$ cat config.mk
export PLATFORM = sky130hd
export DESIGN_NAME = gb_bus_ctrl
export DESIGN_NICKNAME = d
export VERILOG_FILES = /design/src/common/gb_pkg.sv /design/src/logic/gb_bus_ctrl.sv
export SDC_FILE = /design/constraint.sdc
export NUM_CORES = 1
export LEC_CHECK = 0
export BUFFER_PORTS_ARGS = -buffer_cell sky130_fd_sc_hd__buf_2
export CAP_MARGIN = 5
export CORE_MARGIN = 2
export CORE_UTILIZATION = 43
export DETAILED_ROUTE_END_ITERATION = 8
export PLACE_DENSITY = 0.87
export REMOVE_ABC_BUFFERS = 1
export SLEW_MARGIN = 40
export SYNTH_ARGS = -nofsm -noshare
export SYNTH_HDL_FRONTEND = slang
export SYNTH_SLANG_ARGS = --single-unit
export TNS_END_PERCENT = 10
$ cat constraint.sdc
create_clock -name clk_cpu -period 7.3 [get_ports clk_cpu]
set_input_delay 1.46 -clock clk_cpu [delete_from_list [all_inputs] [get_ports clk_cpu]]
set_output_delay 1.46 -clock clk_cpu [all_outputs]
set_load 0.01 [all_outputs]
$ cat src/common/gb_pkg.sv
// shared types and constants for the console system glue
// interrupt indices double as bit positions in IF/IE and as priority order
// addresses are full 16-bit CPU addresses
package gb_pkg;

	typedef logic [15:0] gb_addr_t;
	typedef logic [7:0]  gb_byte_t;

	// ------------------------------
	// interrupts
	localparam int IRQ_COUNT = 5;

	typedef enum logic [2:0] {
		IRQ_VBLANK = 3'd0, // highest priority
		IRQ_LCD    = 3'd1,
		IRQ_TIMER  = 3'd2,
		IRQ_SERIAL = 3'd3,
		IRQ_JOYPAD = 3'd4  // lowest
	} gb_irq_e;

	typedef logic [IRQ_COUNT-1:0] gb_irq_t;

	localparam gb_byte_t IRQ_VEC_BASE = 8'h40; // source n at base + 8*n
	localparam gb_byte_t IRQ_VEC_NONE = 8'h55; // nothing pending

	// ------------------------------
	// work RAM banking
	localparam int WRAM_BANK_BITS  = 3;
	localparam int WRAM_BANK_RESET = 1;

	// ------------------------------
	// io register addresses
	localparam gb_addr_t ADDR_JOYP = 16'hFF00;
	localparam gb_addr_t ADDR_SB   = 16'hFF01;
	localparam gb_addr_t ADDR_SC   = 16'hFF02;
	localparam gb_addr_t ADDR_IF   = 16'hFF0F;
	localparam gb_addr_t ADDR_BOOT = 16'hFF50;
	localparam gb_addr_t ADDR_SVBK = 16'hFF70;
	localparam gb_addr_t ADDR_IE   = 16'hFFFF;

	localparam gb_byte_t FAST_BOOT_FLAG = 8'h42; // seen by boot code at FF50

	typedef enum logic [3:0] {
		REG_ROM, REG_CRAM, REG_WRAM, REG_HRAM,
		REG_JOYP, REG_SB, REG_SC, REG_IF,
		REG_IE, REG_BOOT, REG_SVBK, REG_NONE
	} gb_region_e;

	typedef enum logic {
		SER_IDLE,
		SER_SHIFT
	} gb_serial_state_e;

endpackage

$ cat src/logic/gb_bus_ctrl.sv
// address decode, write strobes and registered read data
// cpu_di is valid the cycle after cpu_rd/irq_ack and holds until the next read
// rd and wr never high together; unmapped or dropped addresses read FF
`timescale 1ns/1ps

module gb_bus_ctrl
	import gb_pkg::*;
(
	input  logic                      clk_cpu,
	input  logic                      reset,
	input  logic                      is_gbc,
	input  logic                      fast_boot,
	input  gb_addr_t                  cpu_addr,
	input  gb_byte_t                  cpu_do,
	input  logic                      cpu_rd,
	input  logic                      cpu_wr,
	input  logic                      irq_ack,
	input  gb_byte_t                  cart_do,
	input  gb_byte_t                  boot_do,
	input  gb_byte_t                  joyp_q,
	input  gb_byte_t                  sc_q,
	input  gb_irq_t                   if_q,
	input  gb_irq_t                   ie_q,
	input  gb_byte_t                  irq_vec,
	input  logic [WRAM_BANK_BITS-1:0] wram_bank,
	input  gb_byte_t                  wram_q,
	input  gb_byte_t                  hram_q,
	output gb_byte_t                  cpu_di,
	output logic                      joyp_wr,
	output logic                      sc_wr,
	output logic                      if_wr,
	output logic                      ie_wr,
	output logic                      svbk_wr,
	output logic                      wram_wr,
	output logic                      hram_wr,
	output gb_addr_t                  cart_addr,
	output logic                      cart_rd,
	output logic                      cart_wr,
	output gb_byte_t                  cart_di,
	output logic [11:0]               boot_addr
);

	gb_region_e region;
	gb_region_e rd_region; // source of the pending read
	logic       rd_fresh;  // first cycle after a strobe
	gb_byte_t   rd_val;
	gb_byte_t   read_val;
	gb_byte_t   rom_val;
	logic       boot_en;   // boot overlay active
	logic       boot_hit;

	// ------------------------------
	// address decode
	always_comb begin
		if (!cpu_addr[15])                        region = REG_ROM;
		else if (cpu_addr[15:13] == 3'b101)       region = REG_CRAM;
		else if (cpu_addr[15:14] == 2'b11 && cpu_addr[15:8] != 8'hFF)
			region = REG_WRAM;                       // C000-FEFF incl. echo
		else if (cpu_addr == ADDR_IE)             region = REG_IE;
		else if (cpu_addr[15:7] == 9'h1FF)        region = REG_HRAM; // FF80-FFFE
		else if (cpu_addr == ADDR_JOYP)           region = REG_JOYP;
		else if (cpu_addr == ADDR_SB)             region = REG_SB;
		else if (cpu_addr == ADDR_SC)             region = REG_SC;
		else if (cpu_addr == ADDR_IF)             region = REG_IF;
		else if (cpu_addr == ADDR_BOOT)           region = REG_BOOT;
		else if (cpu_addr == ADDR_SVBK)           region = REG_SVBK;
		else                                      region = REG_NONE;
	end

	// write strobes
	assign joyp_wr = cpu_wr && region == REG_JOYP;
	assign sc_wr   = cpu_wr && region == REG_SC;
	assign if_wr   = cpu_wr && region == REG_IF;
	assign ie_wr   = cpu_wr && region == REG_IE;
	assign svbk_wr = cpu_wr && region == REG_SVBK && is_gbc; // colour mode only
	assign wram_wr = cpu_wr && region == REG_WRAM;
	assign hram_wr = cpu_wr && region == REG_HRAM;

	// ------------------------------
	// boot overlay and cartridge
	always_ff @(posedge clk_cpu) begin
		if (reset)
			boot_en <= 1'b1;
		else if (cpu_wr && region == REG_BOOT) begin
			if ((is_gbc && cpu_do == 8'h11) || (!is_gbc && cpu_do[0]))
				boot_en <= 1'b0; // one-way until reset
		end
	end

	// 0000-00FF always, 0200-08FF in colour mode; header 0100-01FF stays cart
	assign boot_hit = boot_en && (cpu_addr[15:8] == 8'h00 ||
		(is_gbc && cpu_addr >= 16'h0200 && cpu_addr < 16'h0900));
	assign rom_val  = boot_hit ? boot_do : cart_do;

	assign cart_addr = cpu_addr;
	assign cart_di   = cpu_do;
	assign cart_rd   = cpu_rd && (region == REG_ROM || region == REG_CRAM);
	assign cart_wr   = cpu_wr && (region == REG_ROM || region == REG_CRAM);
	assign boot_addr = cpu_addr[11:0];

	// ------------------------------
	// read data
	always_comb begin
		case (region)
			REG_ROM:  read_val = rom_val;
			REG_CRAM: read_val = cart_do;
			REG_JOYP: read_val = joyp_q;
			REG_SB:   read_val = 8'hFF;      // no shift data kept
			REG_SC:   read_val = sc_q;
			REG_IF:   read_val = {3'b111, if_q};
			REG_IE:   read_val = {3'b000, ie_q};
			REG_BOOT: read_val = (fast_boot && boot_en) ? FAST_BOOT_FLAG : 8'hFF;
			REG_SVBK: read_val = is_gbc ? {{(8-WRAM_BANK_BITS){1'b1}}, wram_bank} : 8'hFF;
			default:  read_val = 8'hFF;      // RAMs come from q next cycle
		endcase
	end

	always_ff @(posedge clk_cpu) begin
		if (reset) begin
			rd_fresh  <= 1'b0;
			rd_region <= REG_NONE;
		end else begin
			rd_fresh <= cpu_rd || irq_ack;
			if (irq_ack)
				rd_region <= REG_NONE; // vector held in rd_val
			else if (cpu_rd)
				rd_region <= region;
		end
	end

	always_ff @(posedge clk_cpu) begin
		if (irq_ack)
			rd_val <= irq_vec;
		else if (cpu_rd)
			rd_val <= read_val;
		else if (rd_fresh)
			rd_val <= cpu_di; // freeze RAM q before the address moves on
	end

	assign cpu_di = (rd_fresh && rd_region == REG_WRAM) ? wram_q :
	                (rd_fresh && rd_region == REG_HRAM) ? hram_q : rd_val;

endmodule

==> results.txt <==
The flow ran to the end, and the final reports show no timing, DRC or antenna violations. The routed wire length per instance was 14.7 µm; the post-route clock period utilization was 69.1%. The tools report the number of remaining DRC errors as 0. Synthesis instantiated 50 different standard cells from the library.

The worst setup path is captured at an output pin. The required time at the worst-slack endpoint was 5.84 ns; the total area of sequential cells was 360 µm². The logs give 0 for the count of final setup violators and 0 for the hold-fix buffer count after cts.

The first global-routing pass estimated 9.90 mm of wire. Yosys mapped a number of flops with a built-in enable equal to 8. The highest metal layer carrying signal wires in the routed design is met4. Post-CTS timing repair inserted 0 buffers for setup.

The detailed placement HPWL was 5.15 mm; the total detailed-routing wirelength was 6.21 mm. The quantity of gates resized following cts is 0. The tree is rooted in a clkbuf_8. The tools report the floorplan row count as 24.

The growth of design area from synthesis to finish was 32.4%. The path class of the tightest hold or removal check is reg -> reg. The run gives 58.5% as the final design utilization. The first detailed-routing pass took 4 iterations. For the worst IR drop on VDD, the log shows 0.0000530 V.

The type of element launching the critical path is an input pin. 0 antenna diodes ended up in the layout. The core region area is 4320 µm², and the maximum number of pins on one net before global-route repair is 22.

The maximum fanout along the worst path is 8, and the count of port buffers added during placement is 152. The most used flip-flop cell after synthesis was edfxtp_1. The first routing iteration left 127 violations. The analysis attributes to cell leakage a power of 1.29 nW. Summing every instance area after synthesis gives 1910 µm².

Adding up every negative setup slack in the final design gives 0 ns. For the post-place instance area, the log shows 2470 µm². The setup path with the least slack is of type in -> out. The routed length on met1 is 2.46 mm, and the headroom to the max-slew limit is 60.5%. Clock tree synthesis inserted a total of 3 buffers. TritonCTS built the clock tree. Reported max-cap violation count: 0. The clock arrives with 0.00611 ns of skew. Averaged over all synthesized cells, the footprint is 7.46 µm². In this run, synthesis produced a sequential element count of 14. Traced cell by cell, the critical path runs through buf_2 > or4_4 > or3_4 > nor4_4 > or4b_2 > o21ba_2 > nand2_1 > nor2_1 > buf_2.

The sequential fraction of the synthesis area is 18.9%. Global routing finished with a remaining overflow of 0. The buffers plus inverters on the worst setup path works out to 2. Count of filler cells inserted in the layout: 420.

The tools report the upper clock frequency limit as 0.198 GHz. The cell repeated most along the worst path is buf_2. The final number of hold-violating endpoints was 0. At the pin with the least slew margin, the transition time is 0.578 ns.

At the worst endpoint, the arrival time is 3.58 ns. Detailed routing placed a total of 3.17 mm of wire on met2. The remaining number of nets flagged by the antenna check after routing came out at 0.

The Yosys step of the flow raised 0 warnings. The longest clock path from root to sink contains 2 buffers. Across every metal layer, demand over resource in global routing totals 24.2%.

Setup repair after global routing left no endpoint under its margin. The initial antenna violation count was 0; the chip height was 70.6 µm. In this design, the stage delay of the slowest critical-path cell is 0.58 ns. The kind of cell with the highest combined delay along the critical path is simple AND/OR/NAND/NOR gates.

The total die area is 4990 µm², and the multi-input gate area in the final layout is 1240 µm². Clock-pin slew was measured on the worst setup and hold paths at 0.06 ns. The final count of pins violating max slew was 0.

At the later pin of the worst-skew pair, clock insertion delay measures 0.24 ns. The tools report the number of nets in the final layout as 471. In the synthesized netlist the async set-or-reset flop fraction comes to 0%. The number of global-route vias before repair is 2131.

The tools report the total via count after detailed routing as 2316. The number of cells produced by synthesis is 256. The fraction of layout instances using a drive strength above 1 is 49.7%.

The number of top-level pins was 153. The final standard cell area without fillers came out at 2530 µm². The horizontal extent of the die was 70.6 µm. The clock drives 14 sinks. Dividing total power by cell area gives a power density of 110 nW/µm². For this configuration, the core starts out at a cell density of 44.2%. The slowest cell on the critical path was or4_4. After layout, the minimum clock period comes to 5.04 ns. The placer congestion estimate is 0.913, and the met3 wirelength from detailed routing is 467 µm. The maximum level of the CTS H-tree is 1, and the vias per cell is 5.49.
-- layer usage --
metal / vias up / GRT usage, %
li1: 1146 / -
met1: 1049 / 29.5
met2: 109 / 43.7
met3: 12 / 3.13
met4: 0 / 8.81
met5: - / 0
-- cell families (layout without fill, tap and decap cells) --
kind of cell | count (synthesis) | in the layout | share of synthesized area (%)
compound gates | 70 | 70 | 25.2
buf+inv | 53 | 167 | 17.5
flops | 14 | 14 | 18.9
mux | 15 | 15 | 7.86
simple gates | 104 | 104 | 30.6
-- metrics by stage --
| stage | power, mW | cells | setup WS (ns) | hold slack, ns |
|---|---|---|---|---|
| floorplan | 0.137 | 212 | 2.70 | 0.434 |
| global placement | 0.202 | 418 | 2.34 | 0.455 |
| detailed placement | 0.204 | 418 | 2.28 | 0.467 |
| CTS | 0.277 | 422 | 2.26 | 0.479 |
| global route | 0.293 | 422 | 2.13 | 0.493 |
| finish | 0.277 | 422 | 2.26 | 0.481 |
-- registers in the layout, summed over array words and instances, names as in the netlist --
signal,cells
rd_region,4
rd_val,8
boot_en,1
rd_fresh,1
-- power by group --
group	switching (mW)	total [mW]	internal (mW)
registers	0.00256	0.0936	0.0911
clock network	0.0261	0.0738	0.0477
logic	0.0591	0.110	0.0507
-- tightest hold or removal path: stages (launching register included) --
cell     delay (ns)
dfxtp_1        0.33
o21ai_0        0.07
nand2_1        0.06
-- final timing paths --
check | from | to | slack, ns | depth (start not counted)
hold reg to reg | rd_region[1] | rd_region[1] | 0.48 | 2
setup / recovery | cpu_addr[3] | wram_wr | 2.26 | 9
setup reg to reg | boot_en | rd_val[1] | 5.33 | 7
hold / removal | rd_region[1] | rd_region[1] | 0.48 | 2
-- layout by cell type, fill, tap and decap left out, types with 2 or more instances in the layout --
cell type  netlist  layout
nor4_2           0       2
nor3_2           2       3
a32oi_1          2       2
a2111oi_0        2       2
buf_2            0     152
nor2b_1          2       2
nand2_1         13      13
or3_1            3       3
a22oi_1          2       2
inv_1            9       9
or4b_2           2       2
mux2i_1         15      15
buf_4           36       2
and3_1           4       4
nor3_1           6       5
a22o_1           2       2
nor4_1           4       2
a31oi_1          7       7
a221oi_1         6       6
dfxtp_1          6       6
nor2_1          39      39
nand4_1          6       6
nand3_1          4       4
o21ai_0          7       7
or3_4            2       2
or2_2            3       3
nand2b_1         2       2
or4_4            3       3
edfxtp_1         8       8
a21oi_1         27      27
and2_1           4       4
clkbuf_8         0       4
-- layout make-up --
cell class                      count  area share, %
Sequential cell                    14           14.3
Tap cell                           52           2.57
Timing Repair Buffer              154           30.7
Inverter                            9           1.34
Multi-Input combinational cell    189           49.0
Clock buffer                        4           2.18
-- cells in the mapped netlist (2+ instances only) --
cell,instances,area share [%]
mux2i_1,15,7.9
o21ai_0,7,1.8
a21oi_1,27,7.1
and3_1,4,1.3
nor3_1,6,1.6
nor3_2,2,1.0
inv_1,9,1.8
nand4_1,6,2.0
nand2b_1,2,0.66
and2_1,4,1.3
nor4_1,4,1.3
nor2_1,39,7.7
nand2_1,13,2.6
a22oi_1,2,0.79
clkbuf_1,8,1.6
dfxtp_1,6,6.3
or3_4,2,1.2
or3_1,3,0.98
or4b_2,2,1.0
or2_2,3,0.98
buf_4,36,14
or4_4,3,1.8
edfxtp_1,8,13
a221oi_1,6,2.8
nor2b_1,2,0.66
a32oi_1,2,0.92
a22o_1,2,0.92
nand3_1,4,1.0
a2111oi_0,2,0.92
a31oi_1,7,2.3
(Power assumes the default switching activity.)
