File: config.mk
export PLATFORM = sky130hd
export DESIGN_NAME = gb_joypad
export DESIGN_NICKNAME = d
export VERILOG_FILES = /design/src/common/gb_pkg.sv /design/src/logic/gb_joypad.sv
export SDC_FILE = /design/constraint.sdc
export NUM_CORES = 1
export LEC_CHECK = 0
export BUFFER_PORTS_ARGS = -buffer_cell sky130_fd_sc_hd__buf_4
export CAP_MARGIN = 20
export CORE_MARGIN = 3
export CORE_UTILIZATION = 45
export CTS_CLUSTER_DIAMETER = 120
export CTS_CLUSTER_SIZE = 40
export DETAILED_ROUTE_END_ITERATION = 16
export PLACE_DENSITY = 0.77
export SKIP_LAST_GASP = 1
export SLEW_MARGIN = 25
export SYNTH_ARGS = -nofsm -noshare
export SYNTH_HDL_FRONTEND = slang
export SYNTH_SLANG_ARGS = --single-unit
File: constraint.sdc
create_clock -name clk_cpu -period 1.69 [get_ports clk_cpu]
set_input_delay 0.0845 -clock clk_cpu [delete_from_list [all_inputs] [get_ports clk_cpu]]
set_output_delay 0.0845 -clock clk_cpu [all_outputs]
set_load 0.01 [all_outputs]
File: src/common/gb_pkg.sv
// shared types and constants for the console system glue
// interrupt indices double as bit positions in IF/IE and as priority order
// addresses are full 16-bit CPU addresses
package gb_pkg;

	typedef logic [15:0] gb_addr_t;
	typedef logic [7:0]  gb_byte_t;

	// ------------------------------
	// interrupts
	localparam int IRQ_COUNT = 5;

	typedef enum logic [2:0] {
		IRQ_VBLANK = 3'd0, // highest priority
		IRQ_LCD    = 3'd1,
		IRQ_TIMER  = 3'd2,
		IRQ_SERIAL = 3'd3,
		IRQ_JOYPAD = 3'd4  // lowest
	} gb_irq_e;

	typedef logic [IRQ_COUNT-1:0] gb_irq_t;

	localparam gb_byte_t IRQ_VEC_BASE = 8'h40; // source n at base + 8*n
	localparam gb_byte_t IRQ_VEC_NONE = 8'h55; // nothing pending

	// ------------------------------
	// work RAM banking
	localparam int WRAM_BANK_BITS  = 3;
	localparam int WRAM_BANK_RESET = 1;

	// ------------------------------
	// io register addresses
	localparam gb_addr_t ADDR_JOYP = 16'hFF00;
	localparam gb_addr_t ADDR_SB   = 16'hFF01;
	localparam gb_addr_t ADDR_SC   = 16'hFF02;
	localparam gb_addr_t ADDR_IF   = 16'hFF0F;
	localparam gb_addr_t ADDR_BOOT = 16'hFF50;
	localparam gb_addr_t ADDR_SVBK = 16'hFF70;
	localparam gb_addr_t ADDR_IE   = 16'hFFFF;

	localparam gb_byte_t FAST_BOOT_FLAG = 8'h42; // seen by boot code at FF50

	typedef enum logic [3:0] {
		REG_ROM, REG_CRAM, REG_WRAM, REG_HRAM,
		REG_JOYP, REG_SB, REG_SC, REG_IF,
		REG_IE, REG_BOOT, REG_SVBK, REG_NONE
	} gb_region_e;

	typedef enum logic {
		SER_IDLE,
		SER_SHIFT
	} gb_serial_state_e;

endpackage

File: src/logic/gb_joypad.sv
// joypad select register and matrix read
// joystick bit high = pressed; matrix lines are active low
`timescale 1ns/1ps

module gb_joypad
	import gb_pkg::*;
(
	input  logic     clk_cpu,
	input  logic     reset,
	input  gb_byte_t cpu_do,
	input  logic     joyp_wr,
	input  gb_byte_t joystick,
	output gb_byte_t joyp_q,
	output logic     joy_irq
);

	logic [1:0] sel;              // [0] directions, [1] buttons, low = enabled
	logic [3:0] dir_n;
	logic [3:0] btn_n;
	gb_byte_t   line_d1, line_d2; // history of gated lines

	assign dir_n  = ~joystick[3:0] | {4{sel[0]}}; // right left up down
	assign btn_n  = ~joystick[7:4] | {4{sel[1]}}; // a b select start
	assign joyp_q = {2'b11, sel, dir_n & btn_n};

	always_ff @(posedge clk_cpu) begin
		if (reset) begin
			sel     <= 2'b00;
			line_d1 <= 8'hFF;
			line_d2 <= 8'hFF;
			joy_irq <= 1'b0;
		end else begin
			if (joyp_wr)
				sel <= cpu_do[5:4];
			line_d1 <= {btn_n, dir_n};
			line_d2 <= line_d1;
			joy_irq <= |(~line_d1 & line_d2); // any 1->0
		end
	end

endmodule

==> results.ini, run 1 <==
[route]
first_pass_iters=2
vias_per_cell=4.68
vias=491
drcViolationCount=0
routed_wl_um=1080
drt_iter0_markers=6
ant_nets=0
wl_per_cell_um=10.3

[final_layout]
fillers=89
diodes=0
fin_nets=111
area_growth_syn_to_layout_pct=34.9
layout_common_cells=19 x buf_4, 19 x dfxtp_1, 9 x nand2_1
drive_gt1_frac=0.286
final_area_sq_um=851

[floorplanning]
start_util=0.525
pin_count=28
coreArea_sq_um=1200
fp.dieArea_sq_um=1890
fp-row-count=12
die_height_um=43.4
dieWidth_um=43.4

[power_and_ir_drop]
p_leak_nw=0.412
powerDensity_nw_per_um2=945
irDropWorstVdd_v=0.000594

[hold_path]
hp-class=in -> reg

[grt]
grt-ovfl-total=0
grt_pass1_vias=445
grt_pass1_wl_um=1840
grt_max_degree=14
antenna_found_initial=0
grt_use_total=0.135

[critical_path]
critPathTopFamily=flip-flops
cp_data_required_time_ns=1.61
cp-start-kind=flop
cp_num_buf_inv=2
crit_type=reg -> out
crit_path_top_delay_cell=dfxtp_1
critPathArrivalTime_ns=1.09
crit_fanout=8
path_cells=inv_1 -> a21oi_1 -> buf_4
max_stage_delay_ns=0.37
endpoint_kind=primary output

[clocking]
numClockSinks=19
clk_path_buf_depth=2
cts-root-buf=clkbuf_4
htree_num_levels=1
cts_tree=built
worstSkewPairLatency_ns=0.28
clk_pin_slew_ns=0.09
cts_made_buffers=3
post_cts_resized=0

[placement]
io_buffers=19
place_area_sq_um=774
dpl.hpwl_um=803
place.gp.congestion=0.628
post-place-ws_ns=0.690

[sta]
maxSlewViolCount=0
fin_skew_ns=0.000736
hold_viol=0
fmaxAchievable_ghz=0.850
timing.hold.ws_ns=0.0404
setup_tns_ns=0
finalWorstSetupSlack_ns=0.513
period_share=0.696
setup_viol=0
rsz0062_at_grt=false
period_minus_slack_ns=1.18

[synthesis]
synth_cell_types=15
yosys_register_bits=19
ys_seq_area_frac=0.603
synthesis.area_sq_um=631
yosysWarnings=0
syn_avg_cell_area_sq_um=9.70
syn_inst=65

[outcome]
outcome=finished clean

[job]
drv_cap=0

metal layers:
metal  share of wire  GRT usage  wire length [um]  up-vias
li1                -          -                 -      256
met1            0.46      0.155               492      208
met2            0.43      0.206               461       23
met3           0.085     0.0415                92        4
met4           0.028      0.108                30        0
met5               0          0                 0        -
metrics by stage:
step           cells  power (W)  utilization
3_5_place_dp      96   0.000593        0.645
4_1_cts          105   0.000811        0.708
5_1_grt          105   0.000845        0.708
2_1_floorplan     66   0.000545            -
3_3_place_gp      96   0.000590        0.645
6_report         105   0.000804        0.708
flip-flops by register name, indices dropped and copies added (netlist names):
register	cells
line_d1	8
line_d2	8
sel	2
joy_irq	1
path summary, 6_finish.rpt:
check / start / endpoint / slack (ns) / cells after the start
worst max-delay path: sel[0] / joyp_q[3] / 0.51 / 3
worst min-delay path: cpu_do[5] / sel[1] / 0.04 / 3
worst max register to register: line_d2[1] / joy_irq / 0.69 / 3
worst min register to register: line_d1[7] / line_d2[7] / 0.42 / 2
cell families (layout without fill, tap and decap cells):
family / Yosys count / after routing / share of synthesized area
other cells: 1 / 2 / 0.00595
flops: 19 / 19 / 0.603
compound gates: 8 / 8 / 0.0893
simple gates: 25 / 25 / 0.196
buf+inv: 10 / 35 / 0.0734
mux: 2 / 2 / 0.0317
worst reg2reg max path: cells and delay by family, from the launching register on:
family,cells,cell delay (ns)
compound gates,2,0.46
flops,1,0.30
simple gates,1,0.13
cell type report:
cell class,count,area (sq um),share of cell area
Inverter,7,26.3,0.0309
Multi-Input combinational cell,37,208,0.244
Tap cell,14,17.5,0.0206
Sequential cell,19,380,0.447
Clock buffer,4,26.3,0.0309
Timing Repair Buffer,24,193,0.226
power by group:
part	internal, W	switching, W	total, W
Clock	0.0000915	0.000121	0.000212
Sequential	0.000472	0.00000916	0.000481
Combinational	0.0000627	0.0000483	0.000111
Total	0.000626	0.000178	0.000804
what timing repair did:
action                                 CTS  global route
endpoints found under the hold margin    7             0
hold buffers                             5             0
setup buffers                            0             0
cells in the mapped netlist:
master     instances  area [sq um]
dfxtp_1           19           380
nand2_1            9          33.8
inv_1              7          26.3
nor2b_1            7          43.8
a21oi_1            4          20.0
nand3_1            4          20.0
or2_2              3          18.8
a22oi_1            2          15.0
buf_4              2          15.0
mux2i_1            2          20.0
nor2_1             2          7.51
a2111oi_2          1          15.0
a31oi_1            1          6.26
buf_2              1          5.00
conb_1             1          3.75
No activity file was read; power rests on OpenSTA's default activity.
==> inputs of run 2 (changes only) <==
--- a/config.mk
+++ b/config.mk
@@ -8,11 +8,11 @@
 export BUFFER_PORTS_ARGS = -buffer_cell sky130_fd_sc_hd__buf_4
 export CAP_MARGIN = 20
 export CORE_MARGIN = 3
-export CORE_UTILIZATION = 45
+export CORE_UTILIZATION = 43
 export CTS_CLUSTER_DIAMETER = 120
 export CTS_CLUSTER_SIZE = 40
 export DETAILED_ROUTE_END_ITERATION = 16
-export PLACE_DENSITY = 0.77
+export PLACE_DENSITY = 0.74
 export SKIP_LAST_GASP = 1
 export SLEW_MARGIN = 25
 export SYNTH_ARGS = -nofsm -noshare
==> constraint.sdc (replaced) <==
create_clock -name clk_cpu -period 1.15 [get_ports clk_cpu]
set_input_delay 0.0575 -clock clk_cpu [delete_from_list [all_inputs] [get_ports clk_cpu]]
set_output_delay 0.0575 -clock clk_cpu [all_outputs]
set_load 0.01 [all_outputs]
==> run 2 against run 1 <==
  * Non-clock buffer count rose by 1
  * Cell area rose by 1.6%
  * Core utilization fell by 6.0 points
  * Routed wire length rose by 17%
  * Highest routed layer unchanged
  * Via count rose by 4.5%
  * Critical endpoint is now joyp_q[2]
  * Largest cell class unchanged
  * Worst hold slack got worse by 0.00095 ns
  * Critical path depth did not move
  * Sequential share of layout area fell by 0.42 points
  * Critical path type unchanged
==> results.ini, run 2 (same netlist as run 1, synthesis figures left out) <==
[route]
drcViolationCount=0
vias_per_cell=4.79
wl_per_cell_um=11.8
vias=513
drt_iter0_markers=11
ant_nets=0
routed_wl_um=1260
first_pass_iters=4

[hold_path]
hp-class=in -> reg

[clocking]
cts-root-buf=clkbuf_4
clk_pin_slew_ns=0.09
htree_num_levels=1
cts_setup_buffers=0
worstSkewPairLatency_ns=0.29
numClockSinks=19
clk_path_buf_depth=2
cts_tree=built
cts_made_buffers=3

[final_layout]
drive_gt1_frac=0.315
area_growth_syn_to_layout_pct=37.1
diodes=0
stdcell_count=107
final_area_sq_um=865
fin_nets=112
layout_commonest_cell=buf_4
top_regs=line_d1 (8), line_d2 (8), sel (2)
layout_common_cells=19 x buf_4, 17 x dfxtp_1, 9 x nand2_1

[sta]
setup_tns_ns=0
rsz0062_at_grt=false
setup_viol=0
maxSlewViolCount=0
period_share=0.953
period_minus_slack_ns=1.10
hold_viol=0
fmaxAchievable_ghz=0.912
fin_skew_ns=0.00141

[placement]
place_area_sq_um=776
place.gp.congestion=0.616
dp.cells=97
io_buffers=19
dpl.hpwl_um=821

[power_and_ir_drop]
power.switching_w=0.000269
p_int_w=0.000923
power_w=0.00119
irDropWorstVdd_v=0.000739
combPwrFrac=0.142
p_leak_nw=0.417
powerDensity_nw_per_um2=1380
power_frac_seq=0.594
netSwitchingFraction=0.225
clkPwrFrac=0.264

[floorplanning]
fp.dieArea_sq_um=1960
die_height_um=44.3
pin_count=28
fp-row-count=13
start_util=0.473
coreArea_sq_um=1330
dieWidth_um=44.3

[grt]
grt-ovfl-total=0
grt_use_total=0.156
antenna_found_initial=0
grt_pass1_vias=508
grt_max_degree=14
grt_pass1_wl_um=2130

[job]
drv_cap=0

[critical_path]
cp-start-kind=flop
cp_data_required_time_ns=1.09
critPathArrivalTime_ns=1.04
crit_fanout=6
endpoint_kind=primary output
crit_type=reg -> out

[outcome]
outcome=finished clean

[run 2: changes by cell type in the layout (fill, tap and decap cells not counted), sizes merged]
cell,previous run,this run
dlygate4sd3,5,6
[run 2: area by class of cell]
cell class              instances  area (sq um)
well taps                      15          18.8
flip-flops and latches         19           383
inverters                       7          26.3
repair buffers                 25           203
multi-input cells              37           208
clock buffers                   4          26.3
fillers                       106           469
[run 2: repair_timing]
item	4_1_cts	5_1_grt
hold buffers	6	0
pin swaps	0	0
gates resized for setup	2	1
endpoints found under the hold margin	7	0
endpoints found under the setup margin	1	1
[run 2: per-layer routing]
layer  global-route usage  vias up  share of wire
met5                    0        -              0
met4               0.0904        0          0.025
met3               0.0569        4           0.11
met2                0.265       24           0.51
met1                0.163      229           0.36
li1                     -      256              -
[run 2: per-stage QoR]
stage / worst slack, ns / utilization / hold slack [ns]
floorplan: 0.215 / - / 0.127
global placement: 0.150 / 0.582 / 0.264
detailed placement: 0.134 / 0.582 / 0.264
CTS: 0.0429 / 0.647 / 0.000540
global route: 0.00741 / 0.648 / 0.0650
finish: 0.0539 / 0.648 / 0.0394
[run 2: worst paths after layout]
| path | to | from | slack (ns) | depth (start not counted) |
|---|---|---|---|---|
| worst max-delay path | joyp_q[2] | sel[1] | 0.05 | 3 |
| worst min-delay path | sel[1] | cpu_do[5] | 0.04 | 3 |
| worst max register to register | joy_irq | line_d2[1] | 0.14 | 3 |
| worst min register to register | line_d2[7] | line_d1[7] | 0.42 | 2 |
[run 2: power by group through the flow]
| stage | Sequential, W | Combinational [W] | Clock, W |
|---|---|---|---|
| 6_report | 0.000708 | 0.000170 | 0.000315 |
| 5_1_grt | 0.000712 | 0.000187 | 0.000345 |
| 3_5_place_dp | 0.000722 | 0.000150 | 0 |
| 3_3_place_gp | 0.000721 | 0.000147 | 0 |
| 4_1_cts | 0.000708 | 0.000167 | 0.000328 |
| 2_1_floorplan | 0.000723 | 0.0000775 | 0 |
[run 2: critical path: stages (launching register included)]
cell and delay [ns]:
dfxtp_2 0.36, nor2b_1 0.19, a21oi_1 0.06, buf_4 0.15
==> inputs of run 3 (changes only) <==
--- a/config.mk
+++ b/config.mk
@@ -5,10 +5,11 @@
 export SDC_FILE = /design/constraint.sdc
 export NUM_CORES = 1
 export LEC_CHECK = 0
+export ABC_AREA = 1
 export BUFFER_PORTS_ARGS = -buffer_cell sky130_fd_sc_hd__buf_4
 export CAP_MARGIN = 20
 export CORE_MARGIN = 3
-export CORE_UTILIZATION = 43
+export CORE_UTILIZATION = 44
 export CTS_CLUSTER_DIAMETER = 120
 export CTS_CLUSTER_SIZE = 40
 export DETAILED_ROUTE_END_ITERATION = 16
==> run 3 against run 2 <==
  * Combinational power grew 24%
  * Routed wire length down 1.7%
  * Via count rose by 8.2%
  * Cell count rose by 16%
  * Synthesized cell count rose by 20%
  * Highest routed layer unchanged
==> results.ini, run 3 <==
[power_and_ir_drop]
powerDensity_nw_per_um2=1310
power.switching_w=0.000295
irDropWorstVdd_v=0.000950
combPwrFrac=0.170
netSwitchingFraction=0.238
p_int_w=0.000944
power_frac_seq=0.570
p_leak_nw=0.508
clkPwrFrac=0.260

[sta]
finalWorstSetupSlack_ns=0.00942
period_minus_slack_ns=1.14
period_share=0.992
fmaxAchievable_ghz=0.877
setup_viol=0
maxSlewViolCount=0
hold_viol=0
fin_skew_ns=0.00117
timing.hold.ws_ns=0.0313
rsz0062_at_grt=true

[synthesis]
synth_top_area_frac=0.574
ys.flop_type=dfxtp_1
yosys.cell_count.top_type=nand2_1
syn_inst=78
yosys_register_bits=19
synth_cell_types=13
yosysTopAreaCell=dfxtp_1
synth_area_leaders=dfxtp_1 57%, nand2_1 11%, inv_1 7.4%, a22o_1 5.3%, nand3_1 4.5%
synth_edf_count=0
yosysWarnings=0
ys_seq_area_frac=0.574
async_flop_share=0
synth_common_cells=20 x nand2_1, 19 x dfxtp_1, 13 x inv_1, 6 x nand3_1, 4 x a22o_1
synthesis.area_sq_um=663
syn_avg_cell_area_sq_um=8.50

[floorplanning]
die_height_um=44.8
pin_count=28
fp-row-count=13
fp.dieArea_sq_um=2010
dieWidth_um=44.8
coreArea_sq_um=1350
start_util=0.491

[placement]
io_buffers=19
place.gp.congestion=0.669
dpl.hpwl_um=775
post-place-ws_ns=0.312
dp.cells=110

[critical_path]
crit_path_top_delay_cell=dlygate4sd3_1
worst_path_most_repeated_cell=buf_4
endpoint_kind=primary output
max_stage_delay_ns=0.54
critPathArrivalTime_ns=1.08
crit_type=in -> out
cp_data_required_time_ns=1.09
path_cells=dlygate4sd3_1 -> buf_4 -> a22o_1 -> inv_1 -> buf_4
crit_fanout=2
cp-start-kind=input pin

[final_layout]
fillers=103
top_regs=line_d1 (8), line_d2 (8), sel (2)
fin_nets=129
drive_gt1_frac=0.294
area_growth_syn_to_layout_pct=42.5
layout_commonest_cell=nand2_1
post-route-util=0.700
layout_common_cells=20 x nand2_1, 17 x buf_4, 17 x dfxtp_1
multi_input_area_sq_um=200
diodes=0
seq_area_sq_um=383
stdcell_count=124

[grt]
grt_pass1_wl_um=2060
antenna_found_initial=0
grt_use_total=0.148
grt_max_degree=19
grt_pass1_vias=534
grt-ovfl-total=0

[hold_path]
hp-class=in -> reg

[route]
wl_per_cell_um=9.99
first_pass_iters=2
routed_wl_um=1240
drt_iter0_markers=3
vias=555
drcViolationCount=0
vias_per_cell=4.48
ant_nets=0

[clocking]
cts_made_buffers=3
clk_path_buf_depth=2
worstSkewPairLatency_ns=0.29
cts_tree=built
clk_pin_slew_ns=0.10
cts-root-buf=clkbuf_4
htree_num_levels=1
numClockSinks=19

[outcome]
outcome=finished clean

[job]
drv_cap=0

==> run 3: changes by cell type after synthesis, sizes merged, moves of 3 or more <==
cell / previous run / this run
nand2: 9 / 20
or2: 3 / 0
inv: 7 / 16
a22o: 0 / 4
nand3: 4 / 8
nor2b: 7 / 0
==> run 3: cells by family after synthesis <==
family | Yosys count | synth area share
DFF | 19 | 0.574
and+or+nand+nor | 30 | 0.200
AOI/OAI and AO/OA | 9 | 0.0906
other | 1 | 0.00565
buffers and inverters | 19 | 0.130
==> run 3: worst paths after layout <==
check	from	end	slack [ns]	depth (start not counted)
worst max-delay path	joystick[0]	joyp_q[0]	0.009	5
worst min-delay path	cpu_do[5]	sel[1]	0.03	3
worst max register to register	sel[1]	line_d1[7]	0.43	3
worst min register to register	line_d1[2]	line_d2[2]	0.42	2
==> run 3: cell type report <==
class,instances,share of cell area
clock buffers,4,0.0278
inverters,16,0.0689
multi-input cells,41,0.212
flip-flops and latches,19,0.405
well taps,15,0.0199
repair buffers,29,0.266
==> run 3: power groups by stage <==
stage,clock network (W),registers [W],logic (W)
5_1_grt,0.000373,0.000710,0.000234
3_3_place_gp,0,0.000718,0.000168
3_5_place_dp,0,0.000719,0.000170
6_report,0.000322,0.000706,0.000210
2_1_floorplan,0,0.000722,0.0000940
4_1_cts,0.000334,0.000706,0.000195
==> run 3: layer usage <==
layer	wire length, um	global-route usage
met1	547	0.160
met2	596	0.229
met3	82	0.0518
met4	12	0.123
met5	0	0
==> run 3: repair_timing <==
item / CTS / global route
hold buffers: 9 / 0
buffers inserted: 0 / 1
gates resized for setup: 3 / 6
setup endpoints to repair: 4 / 4
endpoints found under the hold margin: 9 / 0
==> run 3: worst max-delay path, delay by kind of cell <==
family | cells | cell delay, ns
compound gates | 1 | 0.19
buf+inv | 4 | 0.84
==> run 3: stage by stage <==
step	instance area, sq um	TNS [ns]	power (W)
2_1_floorplan	667	0	0.000816
3_3_place_gp	802	0	0.000886
3_5_place_dp	802	0	0.000890
4_1_cts	923	0	0.00123
5_1_grt	945	-0.180	0.00132
6_report	945	0	0.00124
