## src/common/gb_pkg.sv

```systemverilog
// shared types and constants for the console system glue
// interrupt indices double as bit positions in IF/IE and as priority order
// addresses are full 16-bit CPU addresses
package gb_pkg;

	typedef logic [15:0] gb_addr_t;
	typedef logic [7:0]  gb_byte_t;

	// ------------------------------
	// interrupts
	localparam int IRQ_COUNT = 5;

	typedef enum logic [2:0] {
		IRQ_VBLANK = 3'd0, // highest priority
		IRQ_LCD    = 3'd1,
		IRQ_TIMER  = 3'd2,
		IRQ_SERIAL = 3'd3,
		IRQ_JOYPAD = 3'd4  // lowest
	} gb_irq_e;

	typedef logic [IRQ_COUNT-1:0] gb_irq_t;

	localparam gb_byte_t IRQ_VEC_BASE = 8'h40; // source n at base + 8*n
	localparam gb_byte_t IRQ_VEC_NONE = 8'h55; // nothing pending

	// ------------------------------
	// work RAM banking
	localparam int WRAM_BANK_BITS  = 3;
	localparam int WRAM_BANK_RESET = 1;

	// ------------------------------
	// io register addresses
	localparam gb_addr_t ADDR_JOYP = 16'hFF00;
	localparam gb_addr_t ADDR_SB   = 16'hFF01;
	localparam gb_addr_t ADDR_SC   = 16'hFF02;
	localparam gb_addr_t ADDR_IF   = 16'hFF0F;
	localparam gb_addr_t ADDR_BOOT = 16'hFF50;
	localparam gb_addr_t ADDR_SVBK = 16'hFF70;
	localparam gb_addr_t ADDR_IE   = 16'hFFFF;

	localparam gb_byte_t FAST_BOOT_FLAG = 8'h42; // seen by boot code at FF50

	typedef enum logic [3:0] {
		REG_ROM, REG_CRAM, REG_WRAM, REG_HRAM,
		REG_JOYP, REG_SB, REG_SC, REG_IF,
		REG_IE, REG_BOOT, REG_SVBK, REG_NONE
	} gb_region_e;

	typedef enum logic {
		SER_IDLE,
		SER_SHIFT
	} gb_serial_state_e;

endpackage

```

## src/logic/gb_irq_ctrl.sv

```systemverilog
// interrupt flag/enable registers with fixed priority vectoring
// source pulses are one cycle wide; a cpu write wins over a pulse
// the top pending flag clears in the cycle after irq_ack drops
`timescale 1ns/1ps

module gb_irq_ctrl
	import gb_pkg::*;
(
	input  logic     clk_cpu,
	input  logic     reset,
	input  gb_byte_t cpu_do,
	input  logic     if_wr,
	input  logic     ie_wr,
	input  logic     irq_ack,
	input  logic     vblank_irq,
	input  logic     lcd_irq,
	input  logic     timer_irq,
	input  logic     serial_irq,
	input  logic     joy_irq,
	output gb_irq_t  if_q,
	output gb_irq_t  ie_q,
	output gb_byte_t irq_vec,
	output logic     irq
);

	gb_irq_t if_r;
	gb_irq_t ie_r;
	gb_irq_t pending;
	gb_irq_t src;
	gb_irq_t clr_mask;
	gb_irq_e top_idx;
	logic    top_hit;
	logic    ack_d;

	always_comb begin
		src = '0;
		src[IRQ_VBLANK] = vblank_irq;
		src[IRQ_LCD]    = lcd_irq;
		src[IRQ_TIMER]  = timer_irq;
		src[IRQ_SERIAL] = serial_irq;
		src[IRQ_JOYPAD] = joy_irq;
	end

	assign pending = if_r & ie_r;

	// ------------------------------
	// priority pick, lowest index wins
	always_comb begin
		top_hit = 1'b0;
		top_idx = IRQ_VBLANK;
		for (int i = IRQ_COUNT - 1; i >= 0; i--) begin
			if (pending[i]) begin
				top_hit = 1'b1;
				top_idx = gb_irq_e'(i);
			end
		end
		clr_mask = top_hit ? gb_irq_t'(1) << top_idx : '0;
	end

	assign irq_vec = top_hit ? IRQ_VEC_BASE + {2'b00, top_idx, 3'b000} : IRQ_VEC_NONE;
	assign irq     = |pending;
	assign if_q    = if_r;
	assign ie_q    = ie_r;

	always_ff @(posedge clk_cpu) begin
		if (reset) begin
			if_r  <= '0;
			ie_r  <= '0;
			ack_d <= 1'b0;
		end else begin
			ack_d <= irq_ack;
			if (if_wr)
				if_r <= cpu_do[IRQ_COUNT-1:0]; // cpu overrides pulses
			else if (ack_d && !irq_ack)
				if_r <= (if_r | src) & ~clr_mask; // falling ack
			else
				if_r <= if_r | src;
			if (ie_wr)
				ie_r <= cpu_do[IRQ_COUNT-1:0];
		end
	end

endmodule

```

## config.mk

```make
export PLATFORM = sky130hd
export DESIGN_NAME = gb_irq_ctrl
export DESIGN_NICKNAME = d
export VERILOG_FILES = /design/src/common/gb_pkg.sv /design/src/logic/gb_irq_ctrl.sv
export SDC_FILE = /design/constraint.sdc
export NUM_CORES = 1
export LEC_CHECK = 0
export ABC_AREA = 0
export BUFFER_PORTS_ARGS = -buffer_cell sky130_fd_sc_hd__buf_2
export CAP_MARGIN = 0
export CORE_AREA = 2 2 42 44
export CTS_CLUSTER_DIAMETER = 40
export DETAILED_ROUTE_END_ITERATION = 12
export DIE_AREA = 0 0 44 46
export GPL_ROUTABILITY_DRIVEN = 1
export PLACE_DENSITY = 0.74
export SLEW_MARGIN = 20
export SYNTH_ARGS = -nofsm -noshare
export SYNTH_HDL_FRONTEND = slang
export SYNTH_SLANG_ARGS = --single-unit
```

## constraint.sdc

```tcl
create_clock -name clk_cpu -period 1.4 [get_ports clk_cpu]
set_clock_uncertainty 0.15 [all_clocks]
set_input_delay 0.14 -clock clk_cpu [delete_from_list [all_inputs] [get_ports clk_cpu]]
set_output_delay 0.14 -clock clk_cpu [all_outputs]
set_load 0.05 [all_outputs]
```

==> results of run 1 <==
==> kinds of logic (layout without fill, tap and decap cells) <==
group                  Yosys count  after routing  share of synthesized area
AO/OA/AOI/OAI                   15             15                     0.1917
buffers and inverters            8             53                    0.08864
flip-flops                      11             11                     0.3629
multiplexers                     5              5                    0.08248
other                            2              3                    0.01238
AND/OR/NAND/NOR                 29             29                     0.2619
==> what timing repair did <==
item,in CTS,in global routing
hold endpoints to repair,11,0
setup buffers,4,0
hold buffers,6,0
endpoints found under the setup margin,6,7
resized for setup,16,3
pin swaps,2,1
==> worst max-delay path, cell delays in order (launching register included) <==
cell and delay, ps:
dfxtp_2 330, a22oi_2 210, buf_4 140, and3_4 190, buf_6 150
==> final cells by class <==
type                            count  area, µm²
Clock buffer                        4      26.28
Tap cell                           17      21.27
Inverter                            1      3.754
Fill cell                         139      584.3
Sequential cell                    11      235.2
Timing Repair Buffer               48      349.1
Multi-Input combinational cell     52      394.1
==> sequential cells by signal (all words and copies together), names as in the netlist <==
register,count
ie_q,5
ack_d,1
if_q,5
==> cells in the final DEF, fill, tap and decap left out, types with 2 or more instances in the layout <==
cell type | netlist | layout
o21ai_0 | 3 | 3
nor2_1 | 7 | 6
conb_1 | 2 | 3
and2_4 | 0 | 2
dlygate4sd3_1 | 0 | 6
dfxtp_2 | 0 | 9
nand3_2 | 0 | 2
a221oi_2 | 2 | 2
buf_4 | 4 | 10
mux2i_1 | 5 | 5
buf_2 | 1 | 24
clkbuf_4 | 0 | 3
nor3b_2 | 2 | 2
buf_6 | 1 | 7
a21oi_1 | 5 | 3
a21oi_4 | 0 | 2
nand2_1 | 9 | 9
==> cells in the mapped netlist (2+ instances only) <==
| master | count |
|---|---|
| conb_1 | 2 |
| nand3_1 | 2 |
| nand2_1 | 9 |
| buf_4 | 4 |
| a21oi_1 | 5 |
| nor3b_2 | 2 |
| dfxtp_1 | 11 |
| nor2_1 | 7 |
| mux2i_1 | 5 |
| and2_1 | 2 |
| a221oi_2 | 2 |
| o21ai_0 | 3 |
==> routing by layer <==
layer / global-route usage / up-vias
met5: 0 / -
met4: 0.1091 / 0
met3: 0.03968 / 4
met2: 0.3206 / 30
met1: 0.2177 / 299
li1: - / 329
==> power groups by stage <==
| stage | sequential (mW) | clock [mW] | combinational (mW) |
|---|---|---|---|
| 2_1_floorplan | 0.430 | 0 | 0.164 |
| 3_3_place_gp | 0.362 | 0 | 0.289 |
| 3_5_place_dp | 0.363 | 0 | 0.293 |
| 4_1_cts | 0.356 | 0.221 | 0.338 |
| 5_1_grt | 0.359 | 0.247 | 0.361 |
| 6_report | 0.356 | 0.215 | 0.343 |
==> worst max path at each step <==
stage | start | to
after floorplan | ie_q[0]$_SDFFE_PP0P_ | irq_vec[2]
after global placement | if_q[2]$_SDFF_PP0_ | irq_vec[5]
after detailed placement | if_q[2]$_SDFF_PP0_ | irq_vec[5]
after CTS | ie_q[2]$_SDFFE_PP0P_ | irq_vec[2]
after global routing | if_q[2]$_SDFF_PP0_ | irq_vec[0]
final | if_q[2]$_SDFF_PP0_ | irq_vec[0]
==> metrics.cfg, run 1 <==
[worst_setup_path]
rr_startpoint=if_q[2]$_SDFF_PP0_
timing_worst_setup_path_type=reg2out
setup.worst_path.start_class=register
reg2regPathDepth=5
cp.arrival_ps=1290
worstPathMaxFanout=3
reg2reg_to=if_q[4]$_SDFF_PP0_
required_ps=1110
rrSetupSlack_ps=80
cp-end-kind=primary output

[run]
maxCapViolations=0

[global_route]
grt_max_degree=13
gr-usage-all-layers=0.1884
grt_pass1_wl_um=2732
overflow=0
grt_pass1_vias=618
antenna_found_initial=0

[drt]
met3RoutedLength_um=122
ant_nets=0
drc=0
wl_per_cell_um=12.63
route.layer.met1.wl_um=685
first_pass_iters=4
viasPerCell=4.977
wl_met2_um=848
drt_iter0_markers=6
vias=662
highest_layer=met4
wl_um=1680

[sta]
finalHoldViolations=0
finalCriticalPeriod_ps=1577
rsz0062_at_grt=true
tns_ps=-879.1
setup_viol=6
fmax_mhz=634.1
hold_ws_ps=20.58
layout_setup_ws_ps=-177.1
period_share=1.127
slew_viol_final=0

[finish]
area_growth_pct=69.69
final_cells=133
layout.nets=135
drive_gt1_frac=0.6466
n_antenna_cell=0
final_area_um2=1030
postLayoutCoreUtil=0.6380

[logic_synthesis]
syn_avg_cell_area_um2=8.669
ys_seq_area_frac=0.3629
synthArstFlopShare=0
synth_top_area_frac=0.3629
synth_top_cell_by_area=dfxtp_1
netlist_area_um2=606.8
yosysWarnings=0
ys_types=28
synth_flop_cell=dfxtp_1
postSynthCellCount=70
synthTopCellsByArea=dfxtp_1, mux2i_1, nand2_1, a221oi_2, buf_4
ys_seq_elements=11
synth_edf_count=0

[clock_tree]
h-tree-depth=1
cts_root_buf=clkbuf_4
cts.sinks=11
cts_inserted_buffers=3
clock_latency_ps=270
clk_pin_slew_ps=70
cts_tree=yes
ctsLongestPathBuffers=2

[placement]
pre_cts_slack_ps=5.954
dpl-instance-area_um2=843.3
dp_cells=119
port_buffers=30
dp_hpwl_um=1177
gp_congestion=0.7720

[min_path]
hold_path_startpoint=timer_irq
holdPathStages=3
min_path_type=in2reg
min_to=if_q[2]$_SDFF_PP0_

[power_and_ir_drop]
power_frac_clock=0.235
sw_frac_of_total=0.3718
switchingPower_uw=339.9
p_per_area_nw_per_um2=887.8
peakVddDrop_mv=0.5249
p_int_uw=574.3
p_leak_nw=0.4844
combPwrFrac=0.375
power_uw=914.2
seqPwrFrac=0.390

[floorplan]
dieArea_um2=2024
die_w_um=44
ios=37
die_y_um=46
coreArea_um2=1614
start_util=0.3760
core.rowCount=15

[status]
outcome=finished, violations left
violations=setup timing

(Power assumes the default switching activity.)
==> run 2: changes to the inputs <==
- GPL_TIMING_DRIVEN: not set -> 0
==> run 2 against run 1 <==
Compared with the run above: the run still ends with setup timing left; setup slack got worse by 73 ps; design area up 8.7%; wire length grew 14%; combinational power grew 8.2%; fmax decreased by 4.4%; register-to-register slack worse by 70 ps; global-route usage up 1.6 points; via count increased by 7.4%; sequential cell count unchanged; die area unchanged; critical endpoint is now irq_vec[2]; largest cell class is now non-clock buffers; largest power group is now combinational logic; highest routed layer unchanged.
==> metrics.cfg, run 2 (synthesis gave the netlist of run 1 again) <==
[finish]
n_antenna_cell=0
final_area_um2=1120
layout.nets=141
area_growth_pct=84.54
mostFrequentLayoutCells=buf_2, buf_4, dlygate4sd3_1
layout_commonest_cell=buf_2
drive_gt1_frac=0.6475

[drt]
drc=0
ant_nets=0
vias=711
first_pass_iters=4
drt_iter0_markers=8
viasPerCell=5.115
wl_per_cell_um=13.78
wl_um=1915

[power_and_ir_drop]
peakVddDrop_mv=0.7858
combPwrFrac=0.388
seqPwrFrac=0.376
p_per_area_nw_per_um2=855.2
switchingPower_uw=362.5
sw_frac_of_total=0.3785
power_frac_clock=0.236
p_int_uw=595.2
p_leak_nw=0.5232

[sta]
finalHoldViolations=0
fmax_mhz=605.9
layout_setup_ws_ps=-250.4
slew_viol_final=0
tns_ps=-1071
finalCriticalPeriod_ps=1650
relSlewSlack=0.6662
rsz0062_at_grt=true
period_share=1.179
worstMarginPinSlew_ps=500.7
setup_viol=6

[placement]
gp_congestion=0.7359
dp_hpwl_um=1152
port_buffers=28
dpl-instance-area_um2=830.8
pre_cts_slack_ps=-101.5

[clock_tree]
ctsLongestPathBuffers=2
clock_latency_ps=270
cts_inserted_buffers=3
clk_pin_slew_ps=70
cts.sinks=11
cts_root_buf=clkbuf_4
h-tree-depth=1
cts_tree=yes

[min_path]
min_path_type=in2reg

[worst_setup_path]
cp-end-kind=primary output
timing_worst_setup_path_type=reg2out
required_ps=1110
cp.arrival_ps=1360
setup.worst_path.start_class=register
worstPathMaxFanout=3

[global_route]
grt_max_degree=11
antenna_found_initial=0
grt_pass1_vias=699
grt_pass1_wl_um=2987
overflow=0
gr-usage-all-layers=0.2048

[floorplan]
coreArea_um2=1614
core.rowCount=15
dieArea_um2=2024
ios=37
start_util=0.3760
die_w_um=44
die_y_um=46

[status]
violations=setup timing
outcome=finished, violations left

[run]
maxCapViolations=0

## run 2: cell type report
cell class / count / area, µm²
clock buffer: 4 / 26.28
sequential: 11 / 240.2
buffer: 7 / 57.56
timing repair buffer: 47 / 357.8
fill: 133 / 494.2
tap: 17 / 21.27
multi-input combinational: 52 / 412.9
inverter: 1 / 3.754
## run 2: final timing paths
check | start | cells past startpoint | slack, ps | end
max | ie_q[2]$_SDFFE_PP0P_ | 5 | -250 | irq_vec[2]
min | vblank_irq | 3 | 90 | if_q[0]$_SDFF_PP0_
max reg2reg | if_q[0]$_SDFF_PP0_ | 5 | 10 | if_q[3]$_SDFF_PP0_
min reg2reg | ie_q[4]$_SDFFE_PP0P_ | 2 | 370 | ie_q[4]$_SDFFE_PP0P_
## run 2: power groups by stage
stage                     clock, mW  combinational, mW  sequential [mW]
after floorplan                   0              0.164            0.430
after global placement            0              0.290            0.365
after detailed placement          0              0.293            0.367
after CTS                     0.224              0.359            0.359
after global routing          0.235              0.389            0.364
final                         0.226              0.371            0.360
## run 2: repair_timing
action / CTS / global route
gates resized for setup: 19 / 7
endpoints found under the hold margin: 10 / 1
hold buffers: 9 / 1
endpoints found under the setup margin: 6 / 11
setup buffers: 9 / 1
pin swaps: 4 / 4
## run 2: critical path, stage by stage (launching register included)
cell	delay (ps)
dfxtp_2	340
a22oi_2	210
buf_4	140
and3_4	180
buf_8	90
buf_8	130
## run 2: through the flow
step	total power, mW	utilization	hold slack, ps	std cells
6_report	0.9577	0.6938	86.53	139
5_1_grt	0.9885	0.6938	110.2	139
4_1_cts	0.9410	0.6721	86.73	138
3_5_place_dp	0.6600	0.5147	178.2	116
3_3_place_gp	0.6550	0.5147	174.2	116
2_1_floorplan	0.5941	-	61.61	71
## run 2: layer usage
metal,vias to the layer above,GRT usage,wire length (µm)
met4,0,0.1455,58
met1,331,0.2267,759
met3,8,0.03571,111
li1,342,-,-
met5,-,0,0
met2,30,0.3529,985
==> run 3: changes to the inputs <==
- CAP_MARGIN: 0 -> 25
- CELL_PAD_IN_SITES_DETAIL_PLACEMENT: not set -> 0
- CELL_PAD_IN_SITES_GLOBAL_PLACEMENT: not set -> 2
- CORE_AREA: 2 2 42 44 -> 2 2 57 59
- DIE_AREA: 0 0 44 46 -> 0 0 59 61
==> run 3 against run 2 <==
Compared with the run above: the flow finishes with violations (hold timing, setup timing); combinational power is 3% higher; critical path depth is 1 lower; wire length is 0.52% higher; sequential share of layout area is 0.35 points lower; non-clock buffer count stayed put; clock power hardly changed; cell count is 12% higher; die area is 78% higher; hold slack worse by 120 ps; global-route usage is 9.0 points lower; first-iteration DRC count is 75% higher; largest cell class unchanged.
==> metrics.cfg, run 3 (synthesis gave the netlist of run 1 again) <==
[status]
outcome=finished, violations left
violations=hold timing, setup timing

[worst_setup_path]
path_buf_inv=1
cp.arrival_ps=1340
max_stage_delay_ps=360
cp_cell_sequence=a22oi_2, and2b_4, and2_4, buf_8
cpMaxStageDelayCell=dfxtp_4
worstPathMaxFanout=3
rrSetupSlack_ps=100
cp-end-kind=primary output
setup.worst_path.start_class=register
required_ps=1110
timing_worst_setup_path_type=reg2out
crit_family=flip-flops

[run]
maxCapViolations=0

[clock_tree]
clk_pin_slew_ps=70
ctsLongestPathBuffers=2
cts_tree=yes
clock_latency_ps=270
cts_root_buf=clkbuf_4
cts_inserted_buffers=3
h-tree-depth=1
cts.sinks=11

[sta]
fmax_mhz=614.8
setup_viol=6
finalHoldViolations=1
finalCriticalPeriod_ps=1627
tns_ps=-1011
rsz0062_at_grt=true
layout_setup_ws_ps=-226.5
hold_ws_ps=-35.78
period_share=1.162
slew_viol_final=0

[finish]
area_growth_pct=87.63
layout.nets=141
n_antenna_cell=0
layout_commonest_cell=buf_2
final-seq-area_um2=240.2
multiInputGateArea_um2=396.6
drive_gt1_frac=0.6557
fillers=303
final_area_um2=1139
mostFrequentLayoutCells=buf_2, buf_4, nand2_1

[global_route]
antenna_found_initial=0
grt_pass1_wl_um=2987
overflow=0
grt_max_degree=11
gr-usage-all-layers=0.1152
grt_pass1_vias=684

[placement]
port_buffers=28
dp_hpwl_um=1324
dpl-instance-area_um2=850.8
gp_congestion=0.7384

[drt]
wl_um=1925
drc=0
vias=699
wl_per_cell_um=12.42
first_pass_iters=4
drt_iter0_markers=14
viasPerCell=4.510
ant_nets=0

[floorplan]
ios=37
die_w_um=59
dieArea_um2=3599
start_util=0.2055
die_y_um=61
core.rowCount=20
coreArea_um2=2953

[power_and_ir_drop]
peakVddDrop_mv=0.2781
p_leak_nw=0.5296
p_per_area_nw_per_um2=845.8

[min_path]
min_path_type=in2reg

[run 3: changes by cell type in the layout (fill, tap and decap cells not counted), sizes merged]
cell	change
buf	+3
clkbuf	-1
dlygate4sd3	-2
[run 3: layout make-up]
type	count	share of cell area
Multi-Input combinational cell	52	0.3484
Timing Repair Buffer	48	0.3308
Sequential cell	11	0.2110
Buffer	6	0.04725
Tap cell	33	0.03626
Clock buffer	4	0.02308
Inverter	1	0.003297
[run 3: worst paths after layout]
check                             from                    to  depth (start not counted)
setup reg to reg  ie_q[0]$_SDFFE_PP0P_    if_q[4]$_SDFF_PP0_                          4
hold / removal                 irq_ack      ack_d$_SDFF_PP0_                          2
setup / recovery    if_q[2]$_SDFF_PP0_            irq_vec[5]                          4
hold reg to reg   ie_q[4]$_SDFFE_PP0P_  ie_q[4]$_SDFFE_PP0P_                          2
[run 3: routing by layer]
metal  share of wire  global-route usage  routed length, µm  vias to the layer above
li1                -                   -                  -                      337
met1            0.40              0.1322                775                      335
met2            0.53              0.2063               1029                       25
met3           0.051             0.01919                 99                        2
met4           0.011             0.05844                 21                        0
met5               0                   0                  0                        -
[run 3: worst reg2reg max path, cell delays in order (launching register included)]
cell      delay, ps
dfxtp_2         330
buf_4           130
a22o_2          290
nor3b_2         210
a221oi_2         70
[run 3: timing repair]
action,4_1_cts,5_1_grt
setup endpoints to repair,6,8
setup buffers,10,6
hold buffers,8,0
pin swaps,5,4
gates cloned,0,0
endpoints found under the hold margin,11,0
resized for setup,17,7
[run 3: power breakdown]
group	switching, mW	leakage [nW]	internal (mW)
Clock	0.116	0.0150	0.110
Combinational	0.225	0.419	0.158
Sequential	0.0193	0.0953	0.335
Total	0.360	0.530	0.603
[run 3: metrics by stage]
stage	util	hold slack [ps]	std cells	setup WS [ps]	power [mW]
6_report	0.3856	-35.78	155	-226.5	0.9630
4_1_cts	0.3669	9.986	153	-228.6	0.9423
2_1_floorplan	-	61.61	71	-102.5	0.5941
5_1_grt	0.3856	20.67	155	-269.0	1.002
3_5_place_dp	0.2881	190.8	132	-109.7	0.6627
3_3_place_gp	0.2881	182.5	132	-94.60	0.6605
